File: src/hw/alu_health_pkg.sv
// Address map and operator codes are fixed; NUM_LANES must stay a power of two for CSR decoding
package alu_health_pkg;

  ////////////////////////////////////////////////////////////////////
  // Sizes
  ////////////////////////////////////////////////////////////////////
  localparam int unsigned NUM_LANES   = 4;
  localparam int unsigned NUM_CLASSES = 9;
  localparam int unsigned CNT_W       = 32;

  // Operator codes as issued by the core, subset only
  typedef enum logic [6:0] {
    ALU_LTS  = 7'b0000000,
    ALU_EQ   = 7'b0001100,
    ALU_MIN  = 7'b0010000,
    ALU_MAX  = 7'b0010010,
    ALU_ABS  = 7'b0010100,
    ALU_AND  = 7'b0010101,
    ALU_CLIP = 7'b0010110,
    ALU_ADD  = 7'b0011000,
    ALU_SUB  = 7'b0011001,
    ALU_SRA  = 7'b0100100,
    ALU_SRL  = 7'b0100101,
    ALU_SLL  = 7'b0100111,
    ALU_BEXT = 7'b0101000,
    ALU_BCLR = 7'b0101011,
    ALU_BSET = 7'b0101100,
    ALU_OR   = 7'b0101110,
    ALU_XOR  = 7'b0101111,
    ALU_DIV  = 7'b0110001,
    ALU_REM  = 7'b0110011,
    ALU_CNT  = 7'b0110100,
    ALU_FF1  = 7'b0110110,
    ALU_SHUF = 7'b0111010,
    ALU_EXT  = 7'b0111111
  } alu_op_t;

  // Fault classes, one counter each per lane
  typedef enum logic [3:0] {
    CLASS_SHIFT_ADD = 4'd0,
    CLASS_LOGIC     = 4'd1,
    CLASS_BIT_MAN   = 4'd2,
    CLASS_BIT_COUNT = 4'd3,
    CLASS_SHUFFLE   = 4'd4,
    CLASS_COMPARE   = 4'd5,
    CLASS_ABS_CLIP  = 4'd6,
    CLASS_MIN_MAX   = 4'd7,
    CLASS_DIV_REM   = 4'd8,
    CLASS_NONE      = 4'd15
  } op_class_t;

  typedef logic [11:0]                      csr_addr_t;
  typedef logic [NUM_CLASSES-1:0]           class_mask_t;
  // Bit index is class * NUM_LANES + lane
  typedef logic [NUM_LANES*NUM_CLASSES-1:0] fault_map_t;

  ////////////////////////////////////////////////////////////////////
  // CSR map
  ////////////////////////////////////////////////////////////////////
  localparam csr_addr_t CSR_CNT_BASE     = 12'h7C0;
  localparam csr_addr_t CSR_FAULT_MAP_LO = CSR_CNT_BASE + 12'd36;
  localparam csr_addr_t CSR_FAULT_MAP_HI = CSR_CNT_BASE + 12'd37;

  localparam logic [CNT_W-1:0] DEF_ERR_THRESHOLD = 32'd8;
  localparam logic [CNT_W-1:0] DEF_ERR_INCREASE  = 32'd2;
  localparam logic [CNT_W-1:0] DEF_ERR_DECREASE  = 32'd1;

endpackage

File: src/hw/op_class_decoder.sv
// Purely combinational; any code outside the kept operator subset yields CLASS_NONE
`timescale 1ns/1ps

module op_class_decoder import alu_health_pkg::*; (
  input  alu_op_t   op_i,
  output op_class_t class_o
);

  always_comb begin
    case (op_i)
      // Adder and shifter share the datapath
      ALU_ADD, ALU_SUB, ALU_SLL, ALU_SRL, ALU_SRA: begin
        class_o = CLASS_SHIFT_ADD;
      end

      ALU_XOR, ALU_OR, ALU_AND: begin
        class_o = CLASS_LOGIC;
      end

      // Single bit extract, clear and set
      ALU_BEXT, ALU_BCLR, ALU_BSET: begin
        class_o = CLASS_BIT_MAN;
      end

      ALU_FF1, ALU_CNT: begin
        class_o = CLASS_BIT_COUNT;
      end

      // Sign extension goes through the shuffle network
      ALU_EXT, ALU_SHUF: begin
        class_o = CLASS_SHUFFLE;
      end

      ALU_LTS, ALU_EQ: begin
        class_o = CLASS_COMPARE;
      end

      ALU_ABS, ALU_CLIP: begin
        class_o = CLASS_ABS_CLIP;
      end

      ALU_MIN, ALU_MAX: begin
        class_o = CLASS_MIN_MAX;
      end

      ALU_DIV, ALU_REM: begin
        class_o = CLASS_DIV_REM;
      end

      // Unknown opcode, event is dropped downstream
      default: begin
        class_o = CLASS_NONE;
      end
    endcase
  end

endmodule

File: config.mk
export PLATFORM = sky130hd
export DESIGN_NAME = op_class_decoder
export DESIGN_NICKNAME = d
export VERILOG_FILES = /design/src/hw/alu_health_pkg.sv /design/src/hw/op_class_decoder.sv
export SDC_FILE = /design/constraint.sdc
export NUM_CORES = 1
export LEC_CHECK = 0
export BUFFER_PORTS_ARGS = -buffer_cell sky130_fd_sc_hd__buf_4
export CAP_MARGIN = 20
export CORE_AREA = 2 2 39 41
export DETAILED_ROUTE_END_ITERATION = 7
export DIE_AREA = 0 0 41 43
export PLACE_DENSITY_LB_ADDON = 0.05
export SLEW_MARGIN = 25
export SYNTH_ARGS = -nofsm -noshare
export SYNTH_HDL_FRONTEND = slang
export SYNTH_SLANG_ARGS = --single-unit
File: constraint.sdc
create_clock -name vclk -period 2.8
set_input_delay 0.28 -clock vclk [all_inputs]
set_output_delay 0.28 -clock vclk [all_outputs]
set_load 0.02 [all_outputs]
==> metrics.cfg <==
[setup_path]
critPathLaunchType = primary input
worst_path_max_delay_cell = a221o_1
arrival_ns = 1.63
crit_top_cell = buf_4
cp_top_family = compound AO/OA/AOI/OAI gates
critical_path_buf_inv_count = 3
path_max_fanout = 7
critical_path.endpoint_type = primary output
crit_type = primary input to primary output
cp_cell_sequence = buf_4, inv_1, ha_1, or2_1, a21oi_1, o21ai_1, a221o_1, buf_4
cpPeakStageDelay_ns = 0.32
crit_required_ns = 2.52

[floorplan]
ios = 11
core-area_sq_um = 1380
dieWidth_microns = 41
die_h_microns = 43
die_area_sq_um = 1760
start_util_pct = 27.7
fp-row-count = 14

[final_layout]
seq_cells = 0
final_cells = 76
fillers = 163
area_delta_synth_final_pct = 21.9
ff_latch_area_sq_um = 0
drive_gt1_share_pct = 25.0
layout_commonest_cell = buf_4
clock_buffers = 0
final_cell_mix = buf_4 (11), ha_1 (9), a21oi_1 (5)
layout.nets = 78
diodes = 0

[clock_network]
post_cts_buffers = 0
cts_resized = 0
holdBufCountCts = 0

[grt]
antenna_found_initial = 0
grt_max_degree = 18
grt.total_usage_pct = 10.7
grt_pass1_vias = 333
grt_first_pass_wirelength_microns = 1420
grt_remaining_overflow = 0

[timing]
fmax_mhz = 523
tns_ns = 0
worst_slew_pin_slew_ns = 0.306
final-setup-viol-count = 0
period_share_pct = 68.2
finalHoldViolCount = 0
maxSlewHeadroom_pct = 79.5
period_needed_ns = 1.91
rsz0062_at_grt = false
slew_violations = 0

[logic_synthesis]
yosysSeqAreaShare_pct = 0
netlist_instances = 51
post_synth_num_cell_types = 26
synth_area_sq_um = 383
avgSynthCellArea_sq_um = 7.51
yosysWarnings = 0
synth_nets = 67

[drt]
wl_per_cell_microns = 10.7
routed_via_density = 4.89
num_vias = 372
drc = 0
antenna_left = 0
drtIter0Drc = 4
first_pass_iters = 4
drt-total-wl_microns = 816

[flow_run]
drv_cap = 0

[placed_design]
io_buffers = 11
gp_congestion = 0.666
place_inst = 76
hpwlAfterDp_microns = 715

[pwr]
power_leakage_nw = 0.213
peakVddDrop_mv = 0.0345
p_per_area_nw_per_um2 = 135

[outcome]
status = completed

[hold_path]
worstHoldPathType = primary input to primary output

[report_power, final]
| part | switching [mW] | internal [mW] |
|---|---|---|
| logic | 0.0348 | 0.0279 |
| clock network | 0 | 0 |
| registers | 0 | 0 |
[Yosys cell counts, types with 2 or more instances]
master | number | area [sq um]
inv_1 | 4 | 15.0
nor2b_1 | 3 | 18.8
a221o_1 | 2 | 20.0
o211ai_1 | 2 | 15.0
nor2_1 | 3 | 11.3
a21oi_1 | 5 | 25.0
nand2_1 | 2 | 7.51
o21ai_1 | 3 | 15.0
o21ai_0 | 2 | 10.0
ha_1 | 9 | 113
[worst paths after layout]
kind	start	endpoint	slack [ns]	depth (start not counted)
setup / recovery	op_i[0]	class_o[2]	0.89	8
hold / removal	op_i[6]	class_o[0]	0.88	3
[routing by layer]
metal | track usage (%) | vias up | wire length [microns]
li1 | - | 203 | -
met1 | 15.8 | 160 | 386
met2 | 17.8 | 9 | 375
met3 | 0 | 0 | 53
met4 | 0 | 0 | 0
met5 | 0 | - | 0
[final cells by class]
| cell class | instances | area, sq um | share of cell area, % |
|---|---|---|---|
| Multi-Input combinational cell | 44 | 345 | 74.0 |
| Inverter | 5 | 18.8 | 4.02 |
| Tap cell | 16 | 20.0 | 4.29 |
| Timing Repair Buffer | 11 | 82.6 | 17.7 |
[through the flow]
stage | worst slack (ns) | hold slack (ns) | total power [mW] | instance area, sq um | util [%]
6_report | 0.889 | 0.881 | 0.0628 | 467 | 33.7
5_1_grt | 0.796 | 0.899 | 0.0711 | 467 | 33.7
4_1_cts | 0.874 | 0.885 | 0.0636 | 467 | 33.7
3_5_place_dp | 0.878 | 0.885 | 0.0635 | 467 | 33.7
3_3_place_gp | 0.879 | 0.881 | 0.0653 | 467 | 33.7
2_1_floorplan | 1.18 | 0.745 | 0.0401 | 383 | -
[cells by family (layout without fill, tap and decap cells)]
family / after synthesis / in the layout / share of synthesized area [%]
xor+xnor: 1 / 1 / 2.29
compound gates: 20 / 20 / 35.3
mux: 1 / 1 / 2.61
buf+inv: 7 / 16 / 9.80
simple gates: 13 / 13 / 20.6
fa+ha+maj: 9 / 9 / 29.4
(Power assumes the default switching activity.)
