$ cat src/hw/alu_health_pkg.sv
// Address map and operator codes are fixed; NUM_LANES must stay a power of two for CSR decoding
package alu_health_pkg;

  ////////////////////////////////////////////////////////////////////
  // Sizes
  ////////////////////////////////////////////////////////////////////
  localparam int unsigned NUM_LANES   = 4;
  localparam int unsigned NUM_CLASSES = 9;
  localparam int unsigned CNT_W       = 32;

  // Operator codes as issued by the core, subset only
  typedef enum logic [6:0] {
    ALU_LTS  = 7'b0000000,
    ALU_EQ   = 7'b0001100,
    ALU_MIN  = 7'b0010000,
    ALU_MAX  = 7'b0010010,
    ALU_ABS  = 7'b0010100,
    ALU_AND  = 7'b0010101,
    ALU_CLIP = 7'b0010110,
    ALU_ADD  = 7'b0011000,
    ALU_SUB  = 7'b0011001,
    ALU_SRA  = 7'b0100100,
    ALU_SRL  = 7'b0100101,
    ALU_SLL  = 7'b0100111,
    ALU_BEXT = 7'b0101000,
    ALU_BCLR = 7'b0101011,
    ALU_BSET = 7'b0101100,
    ALU_OR   = 7'b0101110,
    ALU_XOR  = 7'b0101111,
    ALU_DIV  = 7'b0110001,
    ALU_REM  = 7'b0110011,
    ALU_CNT  = 7'b0110100,
    ALU_FF1  = 7'b0110110,
    ALU_SHUF = 7'b0111010,
    ALU_EXT  = 7'b0111111
  } alu_op_t;

  // Fault classes, one counter each per lane
  typedef enum logic [3:0] {
    CLASS_SHIFT_ADD = 4'd0,
    CLASS_LOGIC     = 4'd1,
    CLASS_BIT_MAN   = 4'd2,
    CLASS_BIT_COUNT = 4'd3,
    CLASS_SHUFFLE   = 4'd4,
    CLASS_COMPARE   = 4'd5,
    CLASS_ABS_CLIP  = 4'd6,
    CLASS_MIN_MAX   = 4'd7,
    CLASS_DIV_REM   = 4'd8,
    CLASS_NONE      = 4'd15
  } op_class_t;

  typedef logic [11:0]                      csr_addr_t;
  typedef logic [NUM_CLASSES-1:0]           class_mask_t;
  // Bit index is class * NUM_LANES + lane
  typedef logic [NUM_LANES*NUM_CLASSES-1:0] fault_map_t;

  ////////////////////////////////////////////////////////////////////
  // CSR map
  ////////////////////////////////////////////////////////////////////
  localparam csr_addr_t CSR_CNT_BASE     = 12'h7C0;
  localparam csr_addr_t CSR_FAULT_MAP_LO = CSR_CNT_BASE + 12'd36;
  localparam csr_addr_t CSR_FAULT_MAP_HI = CSR_CNT_BASE + 12'd37;

  localparam logic [CNT_W-1:0] DEF_ERR_THRESHOLD = 32'd8;
  localparam logic [CNT_W-1:0] DEF_ERR_INCREASE  = 32'd2;
  localparam logic [CNT_W-1:0] DEF_ERR_DECREASE  = 32'd1;

endpackage

$ cat src/hw/error_counter_lane.sv
// One lane only; flags are sticky until reset and a CSR counter write beats a same-cycle event
`timescale 1ns/1ps

module error_counter_lane import alu_health_pkg::*; #(
  parameter logic [CNT_W-1:0] ERR_THRESHOLD = DEF_ERR_THRESHOLD,
  parameter logic [CNT_W-1:0] ERR_INCREASE  = DEF_ERR_INCREASE,
  parameter logic [CNT_W-1:0] ERR_DECREASE  = DEF_ERR_DECREASE
) (
  input  logic                                clock_gated,
  input  logic                                rst_n,
  // Event from the ALU lane
  input  logic                                ev_valid_i,
  input  op_class_t                           ev_class_i,
  input  logic                                ev_error_i,
  // CSR write strobes
  input  class_mask_t                         cnt_we_i,
  input  logic [CNT_W-1:0]                    cnt_wdata_i,
  input  class_mask_t                         flag_we_i,
  input  class_mask_t                         flag_wdata_i,
  // State out
  output logic [NUM_CLASSES-1:0][CNT_W-1:0]   counters_o,
  output class_mask_t                         faulty_o
);

  logic [CNT_W-1:0] cnt_q [NUM_CLASSES];
  class_mask_t      flag_q;
  class_mask_t      ev_hit;
  class_mask_t      thr_hit;

  ////////////////////////////////////////////////////////////////////
  // Count update rule
  ////////////////////////////////////////////////////////////////////

  // Error adds with saturation, clean op decays toward zero
  function automatic logic [CNT_W-1:0] next_count(
    input logic [CNT_W-1:0] cnt,
    input logic             err
  );
    logic [CNT_W:0]   sum;
    logic [CNT_W-1:0] res;
    sum = {1'b0, cnt} + {1'b0, ERR_INCREASE};
    if (err) begin
      res = sum[CNT_W] ? '1 : sum[CNT_W-1:0];
    end else if (cnt > ERR_DECREASE) begin
      res = cnt - ERR_DECREASE;
    end else begin
      res = '0;
    end
    return res;
  endfunction

  ////////////////////////////////////////////////////////////////////
  // Per class counters
  ////////////////////////////////////////////////////////////////////
  for (genvar c = 0; c < NUM_CLASSES; c++) begin : g_class

    // Faulty classes are frozen
    assign ev_hit[c] = ev_valid_i && (ev_class_i == op_class_t'(c)) && !flag_q[c];

    // Threshold check on the registered count, so flag lags by a cycle
    assign thr_hit[c] = (cnt_q[c] >= ERR_THRESHOLD);

    always_ff @(posedge clock_gated or negedge rst_n) begin
      if (!rst_n) begin
        cnt_q[c] <= '0;
      end else if (cnt_we_i[c]) begin
        cnt_q[c] <= cnt_wdata_i;
      end else if (ev_hit[c]) begin
        cnt_q[c] <= next_count(cnt_q[c], ev_error_i);
      end
    end

    assign counters_o[c] = cnt_q[c];
  end

  // Sticky fault flags, set only
  always_ff @(posedge clock_gated or negedge rst_n) begin
    if (!rst_n) begin
      flag_q <= '0;
    end else begin
      flag_q <= flag_q | thr_hit | (flag_we_i & flag_wdata_i);
    end
  end

  assign faulty_o = flag_q;

endmodule

$ cat config.mk
export PLATFORM = sky130hd
export DESIGN_NAME = error_counter_lane
export DESIGN_NICKNAME = d
export VERILOG_FILES = /design/src/hw/alu_health_pkg.sv /design/src/hw/error_counter_lane.sv
export SDC_FILE = /design/constraint.sdc
export NUM_CORES = 2
export LEC_CHECK = 0
export BUFFER_PORTS_ARGS = -buffer_cell sky130_fd_sc_hd__buf_4
export CAP_MARGIN = 40
export CORE_ASPECT_RATIO = 0.8
export CORE_MARGIN = 3
export CORE_UTILIZATION = 40
export DETAILED_ROUTE_END_ITERATION = 10
export MAX_ROUTING_LAYER = met4
export SYNTH_ARGS = -nofsm -noshare
export SYNTH_HDL_FRONTEND = slang
export SYNTH_SLANG_ARGS = --single-unit
$ cat constraint.sdc
create_clock -name clock_gated -period 2.8 [get_ports clock_gated]
set_input_delay 0.56 -clock clock_gated [delete_from_list [all_inputs] [get_ports clock_gated]]
set_output_delay 0.56 -clock clock_gated [all_outputs]
set_load 0.02 [all_outputs]
==> results_dict.tcl <==
set metrics [dict create \
    ir_drop_mv 0.311 \
    post-route-period-util 0.978 \
    netlist_area_mm2 0.0284 \
    cts.htree.levels 2 \
    post-place-ws_ns 0.0247 \
    p_leak_uw 0.0147 \
    max_cap_viol_count 0 \
    clock_latency_ns 0.59 \
    syn_nets 4037 \
    route.detailed.drc 0 \
    avgSynthCellArea_um2 7.23 \
    synth_edf_count 0 \
    r2r_cells 7 \
    chipWidth_um 304 \
    worst-setup-path-type "flop to flop" \
    synth_cells 3925 \
    tns_ns 0 \
    hold_path_class "input pin to flop" \
    synth_compound_area_frac 0.279 \
    yosys.area_share.simple 0.296 \
    fin_nets 4579 \
    synthAdderAreaFrac 0.0199 \
    ys_seq_elements 297 \
    hold_violations 0 \
    max_freq_mhz 365 \
    fin_total_pwr_uw 18100 \
    initial_core_util 0.408 \
    startpoint "counters_o[116]" \
    fin_crit_ns 2.74 \
    r2r_slack_ns 0.06 \
    regToRegEndpoint "counters_o[100]" \
    grt_max_degree 61 \
    outcome "completed" \
    post_drt_wl_per_cell_um 25.0 \
    cp_max_fo 12 \
    dp_hpwl_um 97300 \
    ys_async_sr_fraction 1.00 \
    yosysTopAreaCell "dfrtp_1" \
    gp_congestion 1.02 \
    start_kind "flop" \
    io_pins 364 \
    first_pass_iters 7 \
    fin_util 0.522 \
    synth_cell_type_count 94 \
    cp.required_ns 3.26 \
    synth_top_family_by_area "simple AND/OR/NAND/NOR gates" \
    fin_skew_ns 0.0227 \
    slew_violations 0 \
    grt_remaining_overflow 0 \
    drive_gt1_frac 0.237 \
    core_area_mm2 0.0695 \
    num-fill-cells 6974 \
    synthXorXnorAreaFrac 0.0679 \
    drt_wl_total_um 136000 \
    whs_ns 0.182 \
    synth_top_cell_area_share 0.262 \
    clkSinkCount 297 \
    clock-root-buffer "clkbuf_16" \
    endpoint "counters_o[100]" \
    cp-end-kind "flop" \
    synthMuxAreaShare 0.00626 \
    port_buffers 363 \
    ys.warnings.count 0 \
    synthFlopType "dfrtp_1" \
    grt_pass1_vias 31400 \
    tightestPinTransition_ns 0.873 \
    antenna_found_initial 7 \
    synth_area_leaders "dfrtp_1 26%, o21ai_0 5.5%, a21oi_1 5.2%" \
    grt_pass1_wl_um 202000 \
    setup_viol 0 \
    fin_ws_ns 0.0630 \
    dieArea_mm2 0.0742 \
    std_cell_rows 86 \
    grt.total_usage 0.358 \
    maxSlewHeadroom 0.416 \
    first_iter_violations 4185 \
    clockBufferDepth 3 \
    worstPathArrival_ns 3.20 \
    num_vias 34700 \
    clk_pin_slew_ns 0.07 \
    cts_tree "done" \
    ys_seq_area_frac 0.262 \
    postRouteAntennaNets 0 \
    cts_buffers 39 \
    reg2reg_from "counters_o[116]" \
    power_density_mw_per_mm2 500 \
    die_h_um 244 \
    via_per_inst 6.39 \
    area_delta_synth_final_pct 27.9 \
]
how the worst min path moves through the flow:
stage | startpoint | to | slack [ns] | depth (start not counted)
4_1_cts | flag_wdata_i[3] | faulty_o[3] | 0.16 | 3
5_1_grt | flag_wdata_i[0] | faulty_o[0] | 0.18 | 2
3_5_place_dp | rst_n | counters_o[84] | 0.53 | 1
6_report | flag_wdata_i[3] | faulty_o[3] | 0.18 | 3
3_3_place_gp | rst_n | counters_o[84] | 0.52 | 1
2_1_floorplan | rst_n | counters_o[0] | 0.26 | 0
cells by family (layout without fill, tap and decap cells):
kind of cell | count (synthesis) | in the layout
AOI/OAI and AO/OA | 1213 | 1213
xor gates and xnor gates | 220 | 220
adders and majority gates | 45 | 45
buffers and inverters | 503 | 1074
DFF | 297 | 297
muxes | 17 | 17
other | 0 | 9
and+or+nand+nor | 1630 | 1630
power by group:
| group | switching, uW | internal (uW) | leakage, uW |
|---|---|---|---|
| clock network | 2190 | 2950 | 0.000615 |
| registers | 666 | 4850 | 0.00355 |
| logic | 4510 | 2950 | 0.0106 |
metal layers:
metal / up-vias / part of all wire / track usage
li1: 15800 / - / -
met1: 16600 / 0.41 / 0.481
met5: - / 0 / -
met3: 300 / 0.13 / 0.107
met4: 0 / 0.049 / 0.159
met2: 2075 / 0.41 / 0.494
cell usage in the layout (no fill, tap or decap), drive strengths merged, types with 98 or more instances in the layout:
cell	count
dfrtp	297
nand3	169
nor4	115
nand4	98
xnor2	134
o21ai	325
nand2	351
buf	899
a21oi	295
inv	106
nor3	227
nor2	312
flip-flops by register name, indices dropped and copies added (netlist names):
| register | cells |
|---|---|
| counters_o | 288 |
| faulty_o | 9 |
Yosys cell counts, drive strengths merged (59+ instances only):
cell,instances
a21oi,295
and3,66
buf,59
clkbuf,340
dfrtp,297
inv,103
nand2,351
nand3,169
nand4,98
nor2,312
nor3,227
nor4,115
o21ai,325
o22ai,66
or3,59
xnor2,134
xor2,86
critical path, cell delays in order, from the launching register on:
cell      delay, ns
dfrtp_1        0.37
or4_1          0.56
or4_1          0.54
nor4_4         0.31
or3_4          0.29
buf_4          0.17
o311ai_1       0.11
a22o_1         0.27
stage by stage:
step	cells	instance area [um2]
detailed placement	5343	34800
CTS	5414	36100
finish	5429	36300
global route	5427	36300
global placement	5340	34800
floorplan	3925	28400
final cells by class:
cell class	count	area, um2	share of cell area
repair buffers	900	6900	0.190
diodes	9	22.5	0.000621
flip-flops and latches	297	7440	0.205
inverters	104	390	0.0108
clock buffers	55	1110	0.0305
clock inverters	15	149	0.00410
multi-input cells	3125	19100	0.527
well taps	924	1160	0.0319
repair_timing:
item / 4_1_cts / 5_1_grt
hold endpoints to repair: 38 / 0
hold buffers: 1 / 0
buffers inserted: 0 / 6
resized for setup: 0 / 28
endpoints found under the setup margin: 0 / 47
No activity file was read; power rests on OpenSTA's default activity.
