$ cat src/hw/alu_health_pkg.sv
// Address map and operator codes are fixed; NUM_LANES must stay a power of two for CSR decoding
package alu_health_pkg;

  ////////////////////////////////////////////////////////////////////
  // Sizes
  ////////////////////////////////////////////////////////////////////
  localparam int unsigned NUM_LANES   = 4;
  localparam int unsigned NUM_CLASSES = 9;
  localparam int unsigned CNT_W       = 32;

  // Operator codes as issued by the core, subset only
  typedef enum logic [6:0] {
    ALU_LTS  = 7'b0000000,
    ALU_EQ   = 7'b0001100,
    ALU_MIN  = 7'b0010000,
    ALU_MAX  = 7'b0010010,
    ALU_ABS  = 7'b0010100,
    ALU_AND  = 7'b0010101,
    ALU_CLIP = 7'b0010110,
    ALU_ADD  = 7'b0011000,
    ALU_SUB  = 7'b0011001,
    ALU_SRA  = 7'b0100100,
    ALU_SRL  = 7'b0100101,
    ALU_SLL  = 7'b0100111,
    ALU_BEXT = 7'b0101000,
    ALU_BCLR = 7'b0101011,
    ALU_BSET = 7'b0101100,
    ALU_OR   = 7'b0101110,
    ALU_XOR  = 7'b0101111,
    ALU_DIV  = 7'b0110001,
    ALU_REM  = 7'b0110011,
    ALU_CNT  = 7'b0110100,
    ALU_FF1  = 7'b0110110,
    ALU_SHUF = 7'b0111010,
    ALU_EXT  = 7'b0111111
  } alu_op_t;

  // Fault classes, one counter each per lane
  typedef enum logic [3:0] {
    CLASS_SHIFT_ADD = 4'd0,
    CLASS_LOGIC     = 4'd1,
    CLASS_BIT_MAN   = 4'd2,
    CLASS_BIT_COUNT = 4'd3,
    CLASS_SHUFFLE   = 4'd4,
    CLASS_COMPARE   = 4'd5,
    CLASS_ABS_CLIP  = 4'd6,
    CLASS_MIN_MAX   = 4'd7,
    CLASS_DIV_REM   = 4'd8,
    CLASS_NONE      = 4'd15
  } op_class_t;

  typedef logic [11:0]                      csr_addr_t;
  typedef logic [NUM_CLASSES-1:0]           class_mask_t;
  // Bit index is class * NUM_LANES + lane
  typedef logic [NUM_LANES*NUM_CLASSES-1:0] fault_map_t;

  ////////////////////////////////////////////////////////////////////
  // CSR map
  ////////////////////////////////////////////////////////////////////
  localparam csr_addr_t CSR_CNT_BASE     = 12'h7C0;
  localparam csr_addr_t CSR_FAULT_MAP_LO = CSR_CNT_BASE + 12'd36;
  localparam csr_addr_t CSR_FAULT_MAP_HI = CSR_CNT_BASE + 12'd37;

  localparam logic [CNT_W-1:0] DEF_ERR_THRESHOLD = 32'd8;
  localparam logic [CNT_W-1:0] DEF_ERR_INCREASE  = 32'd2;
  localparam logic [CNT_W-1:0] DEF_ERR_DECREASE  = 32'd1;

endpackage

$ cat src/hw/csr_ctrl.sv
// Requests are always accepted; reads answer one cycle later, writes take effect at the accepting edge
`timescale 1ns/1ps

module csr_ctrl import alu_health_pkg::*; (
  input  logic                                                clock_gated,
  input  logic                                                rst_n,
  // Host request
  input  logic                                                csr_req_valid_i,
  input  logic                                                csr_we_i,
  input  csr_addr_t                                           csr_addr_i,
  input  logic [CNT_W-1:0]                                    csr_wdata_i,
  // Lane state
  input  logic [NUM_LANES-1:0][NUM_CLASSES-1:0][CNT_W-1:0]    counters_i,
  input  fault_map_t                                          fault_map_i,
  // Lane write strobes
  output class_mask_t [NUM_LANES-1:0]                         cnt_we_o,
  output logic [CNT_W-1:0]                                    cnt_wdata_o,
  output class_mask_t [NUM_LANES-1:0]                         flag_we_o,
  output class_mask_t [NUM_LANES-1:0]                         flag_wdata_o,
  // Host response
  output logic                                                csr_rsp_valid_o,
  output logic [CNT_W-1:0]                                    csr_rdata_o
);

  localparam int unsigned LANE_W   = $clog2(NUM_LANES);
  localparam int unsigned MAP_HI_W = NUM_LANES*NUM_CLASSES - CNT_W;

  csr_addr_t           offset;
  logic [LANE_W-1:0]   lane_idx;
  logic [3:0]          class_idx;
  logic                is_cnt;
  logic                is_map_lo;
  logic                is_map_hi;
  logic                wr_acc;
  logic                rd_acc;
  fault_map_t          map_we;
  fault_map_t          map_wdata;
  logic [CNT_W-1:0]    rd_data;
  logic                rsp_valid_q;
  logic [CNT_W-1:0]    rdata_q;

  ////////////////////////////////////////////////////////////////////
  // Address decode
  ////////////////////////////////////////////////////////////////////

  // Wraps for addresses below the base, so the range check alone is enough
  assign offset    = csr_addr_i - CSR_CNT_BASE;
  assign is_cnt    = (offset < csr_addr_t'(NUM_LANES*NUM_CLASSES));
  assign lane_idx  = offset[LANE_W-1:0];
  assign class_idx = offset[LANE_W +: 4];
  assign is_map_lo = (csr_addr_i == CSR_FAULT_MAP_LO);
  assign is_map_hi = (csr_addr_i == CSR_FAULT_MAP_HI);

  assign wr_acc = csr_req_valid_i && csr_we_i;
  assign rd_acc = csr_req_valid_i && !csr_we_i;

  ////////////////////////////////////////////////////////////////////
  // Write path
  ////////////////////////////////////////////////////////////////////
  always_comb begin
    cnt_we_o = '0;
    if (wr_acc && is_cnt) begin
      cnt_we_o[lane_idx][class_idx] = 1'b1;
    end
  end

  assign cnt_wdata_o = csr_wdata_i;

  // Both map words laid over the full map, the enable picks the half
  assign map_wdata = {csr_wdata_i[MAP_HI_W-1:0], csr_wdata_i};
  assign map_we    = {{MAP_HI_W{wr_acc && is_map_hi}}, {CNT_W{wr_acc && is_map_lo}}};

  for (genvar l = 0; l < NUM_LANES; l++) begin : g_lane
    for (genvar c = 0; c < NUM_CLASSES; c++) begin : g_class
      assign flag_we_o[l][c]    = map_we[c*NUM_LANES + l];
      assign flag_wdata_o[l][c] = map_wdata[c*NUM_LANES + l];
    end
  end

  ////////////////////////////////////////////////////////////////////
  // Read path
  ////////////////////////////////////////////////////////////////////
  always_comb begin
    rd_data = '0;
    if (is_cnt) begin
      rd_data = counters_i[lane_idx][class_idx];
    end else if (is_map_lo) begin
      rd_data = fault_map_i[CNT_W-1:0];
    end else if (is_map_hi) begin
      rd_data = {{(CNT_W-MAP_HI_W){1'b0}}, fault_map_i[CNT_W +: MAP_HI_W]};
    end
  end

  always_ff @(posedge clock_gated or negedge rst_n) begin
    if (!rst_n) begin
      rsp_valid_q <= 1'b0;
      rdata_q     <= '0;
    end else begin
      rsp_valid_q <= rd_acc;
      if (rd_acc) begin
        rdata_q <= rd_data;
      end
    end
  end

  assign csr_rsp_valid_o = rsp_valid_q;
  assign csr_rdata_o     = rdata_q;

endmodule

$ cat config.mk
export PLATFORM = sky130hd
export DESIGN_NAME = csr_ctrl
export DESIGN_NICKNAME = d
export VERILOG_FILES = /design/src/hw/alu_health_pkg.sv /design/src/hw/csr_ctrl.sv
export SDC_FILE = /design/constraint.sdc
export NUM_CORES = 1
export LEC_CHECK = 0
export BUFFER_PORTS_ARGS = -buffer_cell sky130_fd_sc_hd__buf_4
export CORE_AREA = 8 8 539 541
export DETAILED_ROUTE_END_ITERATION = 7
export DIE_AREA = 0 0 547 549
export PLACE_DENSITY = 0.3
export SLEW_MARGIN = 15
export SYNTH_ARGS = -nofsm -noshare
export SYNTH_HDL_FRONTEND = slang
export SYNTH_SLANG_ARGS = --single-unit
$ cat constraint.sdc
create_clock -name clock_gated -period 3.4 [get_ports clock_gated]
set_input_delay 0.51 -clock clock_gated [delete_from_list [all_inputs] [get_ports clock_gated]]
set_output_delay 0.51 -clock clock_gated [all_outputs]
set_load 0.1 [all_outputs]
==> key figures, run 1 <==
Logic synthesis
  • Syn Area/Cell: 10.5 um^2
  • Area share of the largest cell type after synthesis: about 48%
  • Post-synth EDFFs: 0
  • Post-synth cell types: 47
  • Sequential fraction of the synthesis area: 7.09%
  • Number of warning messages in the yosys log: 0
  • Asr flop ratio synth: 100%
  • Leading post-synthesis cells by cell area: mux4_2, buf_4, dfrtp_1
  • Synthesized cell area: around 12,000 um^2
  • Synth cell count leaders: mux4_2, buf_4, a22oi_1, nand2_1, nor2_1
  • Primary FF master, synth: dfrtp_1
  • Area leader, netlist: mux4_2
  • Synth Instances: roughly 1,100
  • Mapped Nets: 2,342
  • Top-count cell post-synth: mux4_2
  • #FFs+latches synth: 33

Critical path
  • Arrival @ worst endpoint: ~2500 ps
  • Max stage delay on crit path: approximately 760 ps
  • Worst path top cell family by delay: simple AND/OR/NAND/NOR gates
  • Startpoint Class: primary input
  • Crit-path cells: buf_4 > nand2b_1 > nor2_1 > nand3_1 > nor2_2 > buf_12
  • WS Path Type: in -> out
  • WP buf/inv: 2
  • CP endpoint kind: output pin
  • Crit Path Max Fanout: 16
  • Crit path required time: a little under 3000 ps
  • Crit-path slowest cell: nand2b_1

Power and ir drop
  • Clock Power Share: ~14%
  • Sequential power share: around a tenth
  • NetSw: ~0.0019 W
  • Switching part of the total power: between 40% and 50%
  • Int Pwr: ~0.0024 W
  • Max VDD drop: about 200 uV
  • Pleak: roughly 11 nW
  • Combinational share of power: 76.1%
  • Pwr Density: about 160 nW/um^2

Floorplan
  • Effective utilization at floorplan: 4.14%
  • Die width: roughly 550 um
  • Core Region: about 280,000 um^2
  • Std cell rows: 195
  • Ports: 1,409
  • Die area: 300,000 um^2
  • Chip height: between 500 and 600 um

Routing
  • Antenna Nets Post-Route: 0
  • Detailed Route Iter0 Violations: between 1,000 and 1,500
  • DRC viols: 0
  • DR WL/cell: ~45 um
  • Routed vias/inst: ~3.0
  • Drt total wl: 278,000 um
  • Via count: approximately 19,000
  • First-pass DRT Iterations: 5

Layout
  • Layout cells sized above 1: between 70% and 80%
  • Layout Area Growth over Synthesis: 137%
  • Final core utilization: around a tenth
  • Design Area, Final: 27,600 um^2
  • NumNets Final: between 3,000 and 4,000
  • Final instance count without filler cells: approximately 6,200

GRT
  • Antenna violations before repair: 444
  • First-pass GRT wire length: around 320,000 um
  • Largest net degree at the start of global routing: 52
  • Grt total ovfl: 0
  • Total GRT Usage: between 10% and 20%
  • Vias in the first global route: about 19,000

Timing
  • Setup_tns: 0 ps
  • Rel. slew slack: about 18%
  • Final Max Slew Viols: 0
  • FMAX: approximately 330 MHz
  • Period utilization: approximately 88%
  • Worst-margin pin slew: about 1200 ps
  • Post-layout min period: about 3000 ps
  • Final Hold Viols: 0
  • Setup violators final: 0
  • Worst Clk Skew: 0 ps
  • RSZ-0062 raised after global routing: false
  • Hold_ws: about 170 ps

Clock network
  • Maximum level of the CTS H-tree: 2
  • CTS Hold Bufs: 0
  • CTS Buffer Depth: 2
  • Clk slew on worst S/H paths: ~80 ps
  • Clock root cell: clkbuf_16
  • CTS tree: done
  • Post-CTS resize count: 0
  • Clock tree sinks: 33
  • Worst skew pair latency: 360 ps
  • Post-CTS setup repair buffer count: 0
  • Total CTS buffers: 5

Place
  • GPL Wtd Cong: ~0.84
  • Inst Count DP: 6,146
  • Port-buffer cells: ~1,300
  • DP Area: ~27,000 um^2
  • DP HPWL: about 260,000 um

Job
  • Max-Cap Viols: 0

Status
  • Outcome: finished clean

Min path
  • Hold WC Path Type: in -> async
sequential cells by signal, summed over array words and instances, names as in the netlist:
name,flops
csr_rsp_valid_o,1
csr_rdata_o,32
through the flow:
step / total power, W / worst slack, ps
floorplan: 0.00197 / -776
global placement: 0.00376 / -187
detailed placement: 0.00378 / 61.7
CTS: 0.00441 / 441
global route: 0.00449 / 345
finish: 0.00429 / 413
kinds of logic (layout without fill, tap and decap cells):
logic type	count (synthesis)	after routing	share of synthesized area [%]
AO/OA/AOI/OAI	254	254	15.3
multiplexers	308	308	53.6
buffers and inverters	235	1540	12.2
flip-flops	33	33	7.09
other	0	71	0
AND/OR/NAND/NOR	276	276	11.8
worst register-to-register path: stages (launching register included):
cell     delay [ps]
dfrtp_1         420
and2_1          160
a31oi_1         170
o31ai_1         100
routing by layer:
layer	track usage (%)	vias to the layer above	wire, um	share of wire [%]
li1	-	7234	-	-
met1	19.3	9070	104000	38
met2	27.4	1591	118000	43
met3	14.3	625	48200	17
met4	1.88	376	4620	1.7
met5	0	-	2440	0.88
layout by cell type (no fill, tap or decap), types with 12 or more instances in the layout:
cell       count
o31ai_1       16
dfrtp_1       33
mux2i_1       13
nor3_1        25
nor4_1        25
nand2_1       88
mux4_2       248
a211oi_1      30
mux2_2        47
buf_12        52
nor2b_1       36
nor2_1        48
buf_4       1477
a22oi_1       89
a21oi_1       43
o2111ai_1     12
o22ai_1       26
diode_2       71
final timing paths:
| kind | from | end | slack (ps) | cells past startpoint |
|---|---|---|---|---|
| max in group asynchronous | rst_n | csr_rdata_o[28] | 2580 | 1 |
| max reg2reg | csr_rdata_o[13] | csr_rdata_o[13] | 2430 | 3 |
| max | csr_addr_i[5] | cnt_we_o[13] | 410 | 6 |
| min in group clock_gated | fault_map_i[27] | csr_rdata_o[27] | 460 | 3 |
| min | rst_n | csr_rdata_o[29] | 170 | 1 |
| min reg2reg | csr_rdata_o[8] | csr_rdata_o[8] | 490 | 2 |
power by group through the flow:
stage | clock network [W] | logic (W) | registers (W)
after floorplan | 0 | 0.00136 | 0.000611
after global placement | 0 | 0.00332 | 0.000444
after detailed placement | 0 | 0.00334 | 0.000445
after CTS | 0.000621 | 0.00335 | 0.000437
after global routing | 0.000618 | 0.00344 | 0.000438
final | 0.000588 | 0.00327 | 0.000436
final cells by class:
| class | instances | area, um^2 |
|---|---|---|
| clock inverter | 2 | 10.0 |
| clock buffer | 6 | 129 |
| sequential | 33 | 826 |
| fill | 32700 | 254000 |
| inverter | 1 | 3.75 |
| antenna | 71 | 178 |
| tap | 3743 | 4680 |
| multi-input combinational | 838 | 9590 |
| timing repair buffer | 1531 | 12200 |
No activity file was read; power rests on OpenSTA's default activity.
==> inputs of run 2 (changes only) <==
--- a/config.mk
+++ b/config.mk
@@ -6,9 +6,9 @@
 export NUM_CORES = 1
 export LEC_CHECK = 0
 export BUFFER_PORTS_ARGS = -buffer_cell sky130_fd_sc_hd__buf_4
-export CORE_AREA = 8 8 539 541
+export CORE_AREA = 2 2 549 551
 export DETAILED_ROUTE_END_ITERATION = 7
-export DIE_AREA = 0 0 547 549
+export DIE_AREA = 0 0 551 553
 export PLACE_DENSITY = 0.3
 export SLEW_MARGIN = 15
 export SYNTH_ARGS = -nofsm -noshare
==> run 2 against run 1 <==
  * The flow now finishes with violations (max-capacitance violations, max-slew violations)
  * Register-to-register slack got worse by 780 ps
  * Critical path depth increased by 1
  * Sequential power increased by 0.9%
  * Global-route usage decreased by 0.87 points
  * Sequential cell count unchanged
  * First-iteration DRC count unchanged
  * Critical endpoint is now cnt_we_o[14]
==> key figures, run 2 (synthesis results as in run 1) <==
Power and ir drop
  • Switching part of the total power: 42.5% (-1.9 points)
  • Sequential power share: 10.2% (about the same)
  • Pwr Density: 154 nW/um^2 (-1.2%)
  • Int Pwr: 0.00249 W (+4.3%)
  • Max VDD drop: 183 uV (-10%)
  • NetSw: 0.00184 W (-3.4%)
  • Combinational share of power: 74.1% (-2.0 points)
  • Clock Power Share: 15.7% (+2.0 points)
  • Pleak: 11.0 nW (+0.65%)

Critical path
  • Arrival @ worst endpoint: 2660 ps (+180 ps)
  • Crit-path cells: buf_4 > buf_4 > nor4bb_4 > nand2_1 > nor3_1 > buf_4 > buf_12
  • Most used cell along the critical path: buf_4
  • Crit path required time: 2890 ps (about the same)
  • Reg2Reg Setup Slack: 1650 ps (-780 ps)
  • WS Path Type: in -> out
  • CP endpoint kind: output pin
  • Crit-path slowest cell: nor4bb_4
  • Crit Path Max Fanout: 16 (unchanged)
  • Startpoint Class: primary input
  • Max stage delay on crit path: 610 ps (-150 ps)

Layout
  • Commonest non-fill, non-tap cell in the layout: buf_4
  • Layout Area Growth over Synthesis: 142%
  • Layout fillers: 34,800 (+6.5%)
  • Final core utilization: 9.42% (-0.38 points)
  • NumNets Final: 3,658 (+0.33%)
  • Layout cells sized above 1: 77.8% (+0.15 points)
  • Max reg flops: 32 (unchanged)
  • Most frequent cells in the layout: buf_4, mux4_2, a22oi_1
  • Final instance count without filler cells: 6,480 (+4.1%)
  • Design Area, Final: 28,100 um^2 (+2.1%)

Timing
  • Setup_tns: 0 ps (unchanged)
  • Setup violators final: 0 (unchanged)
  • RSZ-0062 raised after global routing: false
  • Post-layout min period: 3170 ps (+180 ps)
  • Hold_ws: 195 ps (+23.6 ps)
  • Rel. slew slack: -3.80% (-22 points)
  • Worst Clk Skew: 0 ps (unchanged)
  • FMAX: 316 MHz (-5.7%)
  • Final Max Slew Viols: 3 (+3)
  • Period utilization: 93.1% (+5.3 points)
  • Final Hold Viols: 0 (unchanged)
  • Worst-margin pin slew: 1550 ps (+319 ps)

Clock network
  • Post-CTS setup repair buffer count: 0 (unchanged)
  • CTS tree: done
  • Maximum level of the CTS H-tree: 2 (unchanged)
  • CTS Hold Bufs: 0 (unchanged)
  • Clock root cell: clkbuf_16
  • Clock tree sinks: 33 (unchanged)
  • CTS Buffer Depth: 2 (unchanged)
  • Worst skew pair latency: 340 ps (-20 ps)
  • Clk slew on worst S/H paths: 80 ps (about the same)
  • Total CTS buffers: 5 (unchanged)
  • Post-CTS resize count: 0 (unchanged)

GRT
  • Largest net degree at the start of global routing: 55 (+5.8%)
  • Grt met2 use: 27.1% (-0.27 points)
  • Layer with the highest usage: met2
  • First-pass GRT wire length: 306,000 um (-4.8%)
  • Met3 Track Usage GR: 10.6% (-3.7 points)
  • Antenna violations before repair: 395 (-11%)
  • Grt total ovfl: 0 (unchanged)
  • M1 GR Usage: 18.4% (-0.92 points)
  • Vias in the first global route: 19,000 (-1.1%)
  • Total GRT Usage: 16.8% (-0.87 points)

Routing
  • Routed vias/inst: 2.84 (-6.5%)
  • DR WL/cell: 41.1 um (-8.1%)
  • Antenna Nets Post-Route: 0 (unchanged)
  • DRC viols: 0 (unchanged)
  • Detailed Route Iter0 Violations: 1,326 (unchanged)
  • Drt total wl: 266,000 um (-4.3%)
  • Via count: 18,400 (-2.7%)
  • First-pass DRT Iterations: 5 (unchanged)

Min path
  • Hold WC Path Type: in -> async

Status
  • Outcome: finished, violations left
  • Failing checks: max-capacitance violations, max-slew violations

Place
  • Inst Count DP: 6,373 (+3.7%)
  • DP Area: 27,700 um^2 (+1.7%)
  • DP HPWL: 250,000 um (-4.1%)
  • Port-buffer cells: 1,308 (unchanged)
  • GPL Wtd Cong: 0.926 (+10%)

Floorplan
  • Ports: 1,409 (unchanged)
  • Die area: 305,000 um^2 (+1.5%)
  • Chip height: 553 um (+0.73%)
  • Die width: 551 um (+0.73%)
  • Effective utilization at floorplan: 3.90% (-0.24 points)
  • Core Region: 299,000 um^2 (+6.2%)
  • Std cell rows: 201 (+3.1%)

Job
  • Max-Cap Viols: 1 (+1)
-- run 2: cell count changes in the layout (fill, tap and decap cells not counted), sizes merged --
cell and change:
buf +12, diode +28, clkinv -2, bufinv +1, clkbuf +1
-- run 2: final timing paths --
| kind | startpoint | end | cells after the start |
|---|---|---|---|
| min reg2reg | csr_rdata_o[10] | csr_rdata_o[10] | 2 |
| min | rst_n | csr_rdata_o[24] | 1 |
| min in group clock_gated | fault_map_i[29] | csr_rdata_o[29] | 3 |
| max in group asynchronous | rst_n | csr_rdata_o[22] | 1 |
| max | csr_addr_i[3] | cnt_we_o[14] | 7 |
| max reg2reg | csr_rdata_o[9] | csr_rdata_o[9] | 3 |
-- run 2: per-stage QoR --
| step | setup slack [ps] | total power [W] |
|---|---|---|
| floorplan | -776 | 0.00197 |
| global placement | -191 | 0.00371 |
| detailed placement | -183 | 0.00373 |
| CTS | 32.0 | 0.00447 |
| global route | 36.0 | 0.00453 |
| finish | 234 | 0.00433 |
-- run 2: critical path, delay by kind of cell --
kind,cells,cell delay [ps]
AND/OR/NAND/NOR,3,1360
buffers and inverters,4,740
-- run 2: power groups by stage --
stage | sequential (W) | combinational [W] | clock, W
3_3_place_gp | 0.000448 | 0.00326 | 0
2_1_floorplan | 0.000611 | 0.00136 | 0
3_5_place_dp | 0.000448 | 0.00328 | 0
4_1_cts | 0.000440 | 0.00329 | 0.000738
6_report | 0.000440 | 0.00321 | 0.000679
5_1_grt | 0.000443 | 0.00337 | 0.000719
-- run 2: cell type report --
type / count / area (um^2) / area share (%)
Timing Repair Buffer: 1543 / 12400 / 43.9
Multi-Input combinational cell: 838 / 9590 / 34.1
Tap cell: 3958 / 4950 / 17.6
Sequential cell: 33 / 826 / 2.93
Antenna cell: 99 / 248 / 0.880
Clock buffer: 7 / 143 / 0.507
Clock inverter: 1 / 30.0 / 0.107
Inverter: 1 / 3.75 / 0.0133
-- run 2: routing by layer --
layer	part of all wire [%]	wire (um)
met1	37	98100
met2	45	119000
met3	15	39800
met4	2.8	7580
met5	0.62	1650
==> inputs of run 3 (changes only) <==
==> constraint.sdc (replaced) <==
create_clock -name clock_gated -period 3.4 [get_ports clock_gated]
set_input_delay 0 -clock clock_gated [delete_from_list [all_inputs] [get_ports clock_gated]]
set_output_delay 0 -clock clock_gated [all_outputs]
set_load 0.1 [all_outputs]
==> run 3 against run 2 <==
  * Highest routed layer unchanged
  * Design area decreased by 3.3%
  * The run now ends clean
  * Hold slack got worse by 200 ps
  * Count of clock-buffer cells in the layout decreased by 2
  * Critical endpoint is now flag_we_o[1]
==> key figures, run 3 (synthesis results as in run 1) <==
Routing
  • Detailed Route Iter0 Violations: 1,410 (+6.3%)
  • Antenna Nets Post-Route: 0 (unchanged)
  • Via count: 18,800 (+2.1%)
  • DR WL/cell: 42.1 um (+2.5%)
  • First-pass DRT Iterations: 6 (+1)
  • DRC viols: 0 (unchanged)
  • Routed vias/inst: 2.92 (+3.0%)
  • Drt total wl: 270,000 um (+1.6%)

Timing
  • RSZ-0062 raised after global routing: false
  • Worst-margin pin slew: 1160 ps (-386 ps)
  • Setup violators final: 0 (unchanged)
  • FMAX: 401 MHz (+27%)
  • Final Hold Viols: 0 (unchanged)
  • Worst Clk Skew: 0 ps (unchanged)
  • Setup_tns: 0 ps (unchanged)
  • Rel. slew slack: 22.1% (+26 points)
  • Period utilization: 73.4% (-20 points)
  • Final Max Slew Viols: 0 (-3)
  • Post-layout min period: 2500 ps (-670 ps)

GRT
  • Largest net degree at the start of global routing: 58 (+5.5%)
  • Antenna violations before repair: 431 (+9.1%)
  • First-pass GRT wire length: 310,000 um (+1.1%)
  • Vias in the first global route: 18,600 (-2.1%)
  • Grt total ovfl: 0 (unchanged)
  • Total GRT Usage: 17.1% (+0.28 points)

Clock network
  • CTS Buffer Depth: 2 (unchanged)
  • Clock root cell: clkbuf_16
  • Worst skew pair latency: 390 ps (+50 ps)
  • Clock tree sinks: 33 (unchanged)
  • Maximum level of the CTS H-tree: 2 (unchanged)
  • Total CTS buffers: 5 (unchanged)
  • Post-CTS setup repair buffer count: 0 (unchanged)
  • Post-CTS resize count: 0 (unchanged)
  • CTS tree: done

Status
  • Outcome: finished clean

Critical path
  • Crit Path Max Fanout: 32 (+16)
  • Worst path top cell family by delay: simple AND/OR/NAND/NOR gates
  • Crit path required time: 3400 ps (+510 ps)
  • CP endpoint kind: output pin
  • Arrival @ worst endpoint: 2500 ps (-160 ps)
  • Max stage delay on crit path: 740 ps (+130 ps)
  • Crit-path slowest cell: nor4_4
  • Startpoint Class: primary input
  • WP buf/inv: 5 (+1)
  • Crit-path cells: buf_8 > buf_4 > or2_2 > nor4_4 > buf_12 > nor2b_2 > buf_12 > buf_4
  • WS Path Type: in -> out

Floorplan
  • Std cell rows: 201 (unchanged)
  • Ports: 1,409 (unchanged)
  • Effective utilization at floorplan: 3.90% (unchanged)
  • Core Region: 299,000 um^2 (unchanged)
  • Die width: 551 um (unchanged)
  • Die area: 305,000 um^2 (unchanged)
  • Chip height: 553 um (unchanged)

Place
  • DP Area: 26,600 um^2 (-3.9%)
  • GPL Wtd Cong: 0.881 (-4.9%)
  • Port-buffer cells: 1,308 (unchanged)
  • DP HPWL: 250,000 um (about the same)

Min path
  • Hold WC Path Type: in -> out

Layout
  • Layout Area Growth over Synthesis: 134%
  • Design Area, Final: 27,200 um^2 (-3.3%)
  • Max reg flops: 32 (unchanged)
  • Most frequent cells in the layout: buf_4, mux4_2, a22oi_1
  • Layout cells sized above 1: 76.3% (-1.5 points)
  • NumNets Final: 3,602 (-1.5%)
  • Commonest non-fill, non-tap cell in the layout: buf_4
  • Final core utilization: 9.11% (-0.31 points)

Power and ir drop
  • Pleak: 10.6 nW (-3.7%)
  • Pwr Density: 160 nW/um^2 (+4.0%)
  • Max VDD drop: 213 uV (+16%)

Job
  • Max-Cap Viols: 0 (-1)
run 3: layout make-up:
type	instances	area [um^2]
Multi-Input combinational cell	838	9550
Sequential cell	33	826
Fill cell	34900	272000
Timing Repair Buffer	1487	11500
Inverter	1	3.75
Antenna cell	99	248
Clock buffer	5	125
Clock inverter	3	46.3
Tap cell	3958	4950
run 3: timing repair:
| action | 4_1_cts | 5_1_grt |
|---|---|---|
| endpoints found under the setup margin | 0 | 0 |
| hold buffers | 16 | 0 |
| endpoints found under the hold margin | 48 | 0 |
run 3: per-stage QoR:
| stage | hold slack (ps) | std cells | worst slack, ps | total power, W |
|---|---|---|---|---|
| final | 0.0496 | 6424 | 903 | 0.00435 |
| after global routing | 0.439 | 6350 | 746 | 0.00456 |
| after CTS | 1.01 | 6324 | 809 | 0.00451 |
| after detailed placement | 1.01 | 6300 | 342 | 0.00365 |
| after global placement | 1.01 | 6297 | 134 | 0.00363 |
| after floorplan | -296 | 1106 | -533 | 0.00197 |
run 3: where the power goes:
group | switching [W] | leakage, nW | internal [W] | total [W]
clock network | 0.000409 | 0.0806 | 0.000355 | 0.000764
registers | 0.0000287 | 0.431 | 0.000416 | 0.000445
logic | 0.00149 | 10.1 | 0.00166 | 0.00314
run 3: per-layer routing:
layer / wire [um] / global-route usage [%] / vias up
met5: 1870 / 0 / -
met4: 7550 / 3.45 / 284
met3: 44100 / 11.8 / 656
met2: 117000 / 26.8 / 1659
met1: 99800 / 18.8 / 9003
li1: - / - / 7179
run 3: worst paths after layout:
kind / slack [ps] / cells past startpoint / start / endpoint
worst max-delay path: 900 / 8 / csr_addr_i[0] / flag_we_o[1]
worst min register to register: 500 / 2 / csr_rdata_o[14] / csr_rdata_o[14]
max in group asynchronous: 2410 / 2 / rst_n / csr_rdata_o[21]
worst min-delay path: 0.05 / 0 / csr_wdata_i[30] / cnt_wdata_o[30]
worst max register to register: 1730 / 3 / csr_rdata_o[9] / csr_rdata_o[9]
min in group asynchronous: 300 / 2 / rst_n / csr_rdata_o[29]
